==> config.mk <==
export PLATFORM = sky130hd
export DESIGN_NAME = fc_mac_engine
export DESIGN_NICKNAME = d
export VERILOG_FILES = /design/src/common/fc_map_pkg.sv /design/src/common/fc_types_pkg.sv /design/src/mac/fc_mac_engine.sv
export SDC_FILE = /design/constraint.sdc
export NUM_CORES = 2
export LEC_CHECK = 0
export BUFFER_PORTS_ARGS = -buffer_cell sky130_fd_sc_hd__clkbuf_2
export CAP_MARGIN = 5
export CORE_MARGIN = 5
export CORE_UTILIZATION = 48
export DETAILED_ROUTE_END_ITERATION = 10
export PLACE_DENSITY = 0.66
export SETUP_SLACK_MARGIN = 0.4
export SKIP_CTS_REPAIR_TIMING = 1
export SYNTH_ARGS = -nofsm -noshare
export SYNTH_HDL_FRONTEND = slang
export SYNTH_SLANG_ARGS = --single-unit
==> constraint.sdc <==
create_clock -name clk -period 21.1 [get_ports clk]
set_input_delay 0 -clock clk [delete_from_list [all_inputs] [get_ports clk]]
set_output_delay 0 -clock clk [all_outputs]
set_load 0.01 [all_outputs]
==> src/common/fc_map_pkg.sv <==
package fc_map_pkg;

   // byte addressed, one coefficient per address
   localparam int wb_adr_w = 9;

   // weights are class major, 48 per class
   // weight of class c, feature f at weight_base + c*48 + f
   localparam int weight_base = 0;

   // one bias per class right after the last weight
   // bias of class c at bias_base + c
   localparam int bias_base = 480;

   // first unmapped address
   // reads from here on give zero and writes are dropped
   localparam int map_end = 490;

endpackage

==> src/common/fc_types_pkg.sv <==
package fc_types_pkg;
   import fc_map_pkg::*;

   // input stream shape
   localparam int in_lanes   = 3;
   localparam int fill_beats = 16;
   localparam int in_num     = in_lanes * fill_beats;

   // classes and the staged dot product
   localparam int out_num  = 10;
   localparam int step_num = 4;
   localparam int step_len = in_num / step_num;

   // datapath widths
   localparam int feat_w    = 12;
   localparam int ext_w     = 14;
   localparam int coef_w    = 8;
   localparam int sum_w     = 20;
   // score is sum bits 18 down to 7
   localparam int score_lsb = 7;

   typedef logic signed [feat_w-1:0] feature_t;
   typedef logic signed [coef_w-1:0] coef_t;
   typedef logic signed [11:0]       score_t;
   typedef logic [3:0]               class_idx_t;
   typedef logic [1:0]               step_idx_t;

   // one beat of the three feature lanes
   typedef struct packed {
      logic                    valid;
      feature_t [in_lanes-1:0] lane;
   } feat_beat_t;

   typedef struct packed {
      logic       valid;
      class_idx_t index;
      score_t     value;
   } fc_result_t;

   // wishbone classic, master to slave
   typedef struct packed {
      logic                cyc;
      logic                stb;
      logic                we;
      logic [wb_adr_w-1:0] adr;
      logic [7:0]          dat;
   } wb_req_t;

   typedef struct packed {
      logic       ack;
      logic [7:0] dat;
   } wb_rsp_t;

endpackage

==> src/mac/fc_mac_engine.sv <==
`timescale 1ns/1ps

module fc_mac_engine
   import fc_types_pkg::*;
(
   input  logic                    clk,
   input  logic                    rst_n,
   input  logic                    frame_full,
   input  logic signed [ext_w-1:0] step_feats [step_len],
   input  coef_t                   step_weights [step_len],
   input  coef_t                   class_bias,
   output step_idx_t               step_idx,
   output class_idx_t              class_idx,
   output logic                    frame_done,
   output fc_result_t              result
);

   logic                    busy;
   logic                    start;
   logic                    last_step;
   logic                    last_class;
   logic signed [sum_w-1:0] prod [step_len];
   logic signed [sum_w-1:0] step_sum;
   logic signed [sum_w-1:0] acc;
   logic signed [sum_w-1:0] acc_next;
   logic signed [sum_w-1:0] bias_ext;
   logic signed [sum_w-1:0] total;
   logic                    res_valid;
   class_idx_t              res_index;
   score_t                  res_value;

   // buffer still reports full during the frame_done cycle
   assign start      = frame_full && !busy && !frame_done;
   assign last_step  = step_idx == step_idx_t'(step_num - 1);
   assign last_class = class_idx == class_idx_t'(out_num - 1);

   // twelve multipliers, products kept modulo 2^20
   always_comb begin
      for (int i = 0; i < step_len; i++) begin
         prod[i] = step_feats[i] * step_weights[i];
      end
   end

   always_comb begin
      step_sum = '0;
      for (int i = 0; i < step_len; i++) begin
         step_sum = step_sum + prod[i];
      end
   end

   // step 0 starts a fresh sum, so the next class needs no clear cycle
   always_comb begin
      if (step_idx == '0) begin
         acc_next = step_sum;
      end else begin
         acc_next = acc + step_sum;
      end
      bias_ext = class_bias;
      total    = acc_next + bias_ext;
   end

   always_ff @(posedge clk) begin
      if (!rst_n) begin
         busy       <= 1'b0;
         step_idx   <= '0;
         class_idx  <= '0;
         frame_done <= 1'b0;
         res_valid  <= 1'b0;
      end else begin
         frame_done <= 1'b0;
         res_valid  <= 1'b0;
         if (start) begin
            busy      <= 1'b1;
            step_idx  <= '0;
            class_idx <= '0;
         end else if (busy) begin
            step_idx <= step_idx + 1'b1;
            if (last_step) begin
               res_valid <= 1'b1;
               if (last_class) begin
                  busy       <= 1'b0;
                  frame_done <= 1'b1;
                  class_idx  <= '0;
               end else begin
                  class_idx <= class_idx + 1'b1;
               end
            end
         end
      end
   end

   always_ff @(posedge clk) begin
      if (busy) begin
         acc <= acc_next;
         if (last_step) begin
            res_index <= class_idx;
            res_value <= total[score_lsb +: $bits(score_t)];
         end
      end
   end

   assign result = '{valid: res_valid, index: res_index, value: res_value};

endmodule

After elaboration in Yosys (flattened, before gate mapping). Index checks and enable logic that the tools add are counted.

Add/subtract/negate cells: 15. $mul: 12. Equality and inequality tests: 2. Muxes and demuxes: 8. Bitwise operators: 3. Reduce and logical (&&, ||, !) cells: 9.

Operators by type and width (number): $add 20x20->20 (12); $mul 14x8->20 (12); $mux 20 (1); $add 19x8->19 (1); $mux 1 (6); $add 4x1->4 const B (1); $eq 4x4->1 const B (1); $mux 4 (1); $reduce_or 4->1 (1); $not 1->1 (3); $reduce_or 3->1 (1); $add 2x1->2 const B (1); $eq 2x2->1 const B (1); $logic_and 1x1->1 (2); $logic_not 1->1 (2); $logic_not 2->1 (1); $reduce_and 2->1 (1); $reduce_or 2->1 (1).

Register bits after elaboration: 45. Input port bits: 275. Output and inout bits: 24. Logic and storage cells: 57.

Depth between registers and ports, before layout.
Depth after elaboration: 15. Depth in mapped cells: 46. Gate-level depth less buffers: 45.

Least setup slack after synthesis. OpenSTA, ideal clock, no wires.

Path kind: input to register. From: in step_weights[88] (netlist name). To: reg res_value[11] (data pin). Library setup time: 0.268 ns. Data arrival time: 9.907 ns. Data required time: 20.832 ns. Slack: 10.926 ns. Stages on the path: 39. Buffers on the path: 1. Cell sequence: clkbuf_1 -> nand2_1 -> fa_1 -> fa_1 -> inv_1 -> fa_1 -> fa_1 -> fa_1 -> fa_1 -> inv_1 -> fa_1 -> fa_1 -> inv_1 -> fa_1 -> fa_1 -> ha_1 -> ha_1 -> nor2b_1 -> [... 3 more ...] -> a21boi_0 -> nor2_1 -> ha_1 -> nand3_1 -> o31ai_1 -> nor2_1 -> xor2_1 -> o21ai_0 -> ha_1 -> a21o_1 -> a21o_1 -> a21oi_1 -> o31ai_1 -> a21oi_1 -> nor2b_1 -> o21a_1 -> o41ai_1 -> xnor3_1.

Cells in the longest elaborated chain, start to end: 15.

RTL lines: from (decl) (line fc_mac_engine.sv:10) `input coef_t step_weights [step_len],`; $mul 14x8->20 * (line fc_mac_engine.sv:40) `prod[i] = step_feats[i] * step_weights[i];`; $add 20x20->20 * (11 in series) (line fc_mac_engine.sv:47) `step_sum = step_sum + prod[i];`; $add 20x20->20 (line fc_mac_engine.sv:56) `acc_next = acc + step_sum;`; $mux 20 * (line fc_mac_engine.sv:53) `if (step_idx == '0) begin`; net acc_next[10] (line fc_mac_engine.sv:25) `logic signed [sum_w-1:0] acc_next;`; $add 19x8->19 * (line fc_mac_engine.sv:59) `total = acc_next + bias_ext;`; net total[18] (line fc_mac_engine.sv:27) `logic signed [sum_w-1:0] total;`; to (signal assigned) (line fc_mac_engine.sv:97) `res_value <= total[score_lsb +: $bits(score_t)];`; to (decl) (line fc_mac_engine.sv:30) `score_t res_value;`.

Mark *: on every way through the listed nets, which the timed path passes. The rest lies on a longest branch. A chain may end at the register's enable or synchronous reset.

Worst setup path in the final report.
From: in step_weights[10] (netlist name). To: reg res_value[11] (data pin).

Cells in the longest elaborated chain, start to end: 6.

RTL lines (line): $mul 14x8->20 * (fc_mac_engine.sv:40); $add 20x20->20 * (2 in series) (fc_mac_engine.sv:47); $add 20x20->20 (fc_mac_engine.sv:56); $mux 20 * (fc_mac_engine.sv:53); net acc_next[10] (fc_mac_engine.sv:25); $add 19x8->19 * (fc_mac_engine.sv:59); net total[18] (fc_mac_engine.sv:27).

Marked as above.

==> flow_summary.json <==
{
  "ant_nets": 0,
  "r2r_slack_ps": 16220,
  "synth_top_flop_cell": "edfxtp_1",
  "row_count": 112,
  "fillers": 8900,
  "routed_via_density": 5.07,
  "layout_common_cells": "1,351 x inv_1, 1,264 x fa_1, 599 x and2_1",
  "vias": 31581,
  "ios": 299,
  "gr-total-overflow": 0,
  "max_cap_viol_count": 0,
  "cts_buffers": 5,
  "synthArstFlopShare_pct": 0,
  "drt-pass1-iter-count": 5,
  "setup_viol": 0,
  "gp_congestion": 0.938,
  "wl_mm": 131,
  "ys_types": 54,
  "die_area_um2": 100000,
  "drive_above_1_share_pct": 6.44,
  "yosys_register_bits": 44,
  "first_iter_violations": 1820,
  "syn_inst": 4766,
  "die_y_um": 317,
  "seq_area_frac_synth_pct": 2.72,
  "yosys_warnings": 0,
  "drc": 0,
  "period_minus_slack_ps": 10920,
  "core_area_um2": 93300,
  "min_period_over_period_pct": 51.8,
  "crit_path_start_kind": "primary input",
  "cts_root_buf": "clkbuf_16",
  "critPathMaxFanout": 14,
  "slowest_delay_ps": 610,
  "grt_max_degree": 39,
  "fp.dieW_um": 317,
  "required_ps": 21140,
  "io_buffers": 298,
  "tns_ps": 0,
  "wl_per_cell_um": 21.1,
  "grt_pass1_wl_mm": 205,
  "final_common_cell": "inv_1",
  "grt_antenna_before_repair": 8,
  "clk_latency_ps": 290,
  "cp.arrival_ps": 10960,
  "fmax_mhz": 91.6,
  "track_usage_pct": 27.1,
  "cp-end-kind": "flip-flop",
  "max-clock-path-buffers": 2,
  "max_slew.worst_pin.slew_ps": 764,
  "hold_class": "primary input to flip-flop",
  "relSlewSlack_pct": 48.7,
  "placed_area_um2": 47900,
  "timing_hold_violations_final": 0,
  "synth_edf_count": 35,
  "path_clk_slew_ps": 60,
  "worst_path_most_repeated_cell": "fa_1",
  "slew_violations": 0,
  "cts.sinks": 44,
  "htreeDepth": 2,
  "nets": 6791,
  "cpMaxStageDelayCell": "fa_1",
  "syn_nets": 6586,
  "synth_area_um2": 45200,
  "fin_area_um2": 48100,
  "grt_pass1_vias": 35005,
  "skew_ps": 4.31,
  "status": "finished clean",
  "cts_tree": "built",
  "rsz0062_at_grt": "no",
  "hpwl_mm": 118,
  "initial_core_util_pct": 48.4,
  "syn_avg_cell_area_um2": 9.48,
  "path_class": "primary input to flip-flop",
  "syn2layout_area_growth_pct": 6.39
}
[kinds of logic after synthesis]
kind of cell / after synthesis / share of synthesized area, %
fa+ha+maj: 1545 / 63.8
buf+inv: 1459 / 12.1
simple gates: 1410 / 15.8
xor+xnor: 198 / 3.90
compound gates: 105 / 1.57
flops: 44 / 2.72
mux: 5 / 0.113
[metrics by stage]
step	hold slack [ps]	std cells	util, %	setup WS (ps)
after detailed placement	247	6217	51.3	9840
after floorplan	114	4766	-	10930
final	74.1	6234	51.5	10180
after CTS	-61.9	6225	51.5	10140
after global placement	240	6217	51.3	10070
after global routing	98.4	6230	51.5	9520
[worst paths after layout]
check / startpoint / endpoint / cells past startpoint
worst max-delay path: step_weights[10] / res_value[11] / 39
worst min-delay path: frame_full / busy / 5
worst max register to register: acc[0] / res_value[11] / 21
worst min register to register: class_idx[0] / res_index[0] / 0
[worst max-delay path: cells and delay by family]
family                   cells  cell delay, ps
AO/OA/AOI/OAI               10            2380
XOR/XNOR                     2             530
adder cells (fa/ha/maj)     14            6810
buffers and inverters        8             690
AND/OR/NAND/NOR              5             560
[area by class of cell]
type / instances / area (um2) / share of cell area (%)
multi-input cells: 3263 / 38500 / 80.0
inverters: 1355 / 5090 / 10.6
well taps: 1254 / 1570 / 3.26
repair buffers: 302 / 1520 / 3.17
flip-flops and latches: 44 / 1230 / 2.56
clock buffers: 5 / 125 / 0.260
clock inverters: 3 / 46.3 / 0.0963
diodes: 8 / 20.0 / 0.0416
[sequential cells by signal (all words and copies together), names as in the netlist]
register / count
acc: 19
res_value: 12
class_idx: 4
res_index: 4
step_idx: 2
busy: 1
frame_done: 1
res_valid: 1
[per-layer routing]
layer	track usage [%]	routed length, um
met5	0	13
met2	47.6	67000
met3	3.00	7260
met4	7.08	4190
met1	36.1	52900
[synthesized netlist by cell type (2+ instances only)]
master / number / area (um2)
o21bai_1: 2 / 15.0
nor3_1: 7 / 35.0
or2_2: 2 / 12.5
o31ai_1: 2 / 15.0
xnor3_1: 2 / 45.0
o31a_1: 2 / 17.5
o21ai_0: 24 / 120
o21ai_1: 5 / 25.0
and2_1: 599 / 3750
nor3b_1: 2 / 15.0
nand2_1: 595 / 2230
fa_1: 1264 / 25300
mux2i_1: 4 / 40.0
inv_1: 1351 / 5070
a211oi_1: 3 / 22.5
a31oi_1: 3 / 18.8
xnor2_1: 158 / 1380
nand3_1: 4 / 20.0
dfxtp_1: 9 / 180
ha_1: 281 / 3520
o21a_1: 10 / 75.1
o41ai_1: 2 / 17.5
nand2b_1: 73 / 457
xor2_1: 38 / 333
edfxtp_1: 35 / 1050
and3_1: 3 / 18.8
buf_1: 2 / 7.51
inv_2: 3 / 11.3
a21oi_1: 25 / 125
a21o_1: 12 / 90.1
nor2b_1: 49 / 307
a21boi_0: 2 / 15.0
nor2_1: 72 / 270
clkbuf_1: 101 / 379
Power is left out: the tool's default activity adds up to more than one toggle a clock period on the data nets, which glitch-free logic cannot reach.
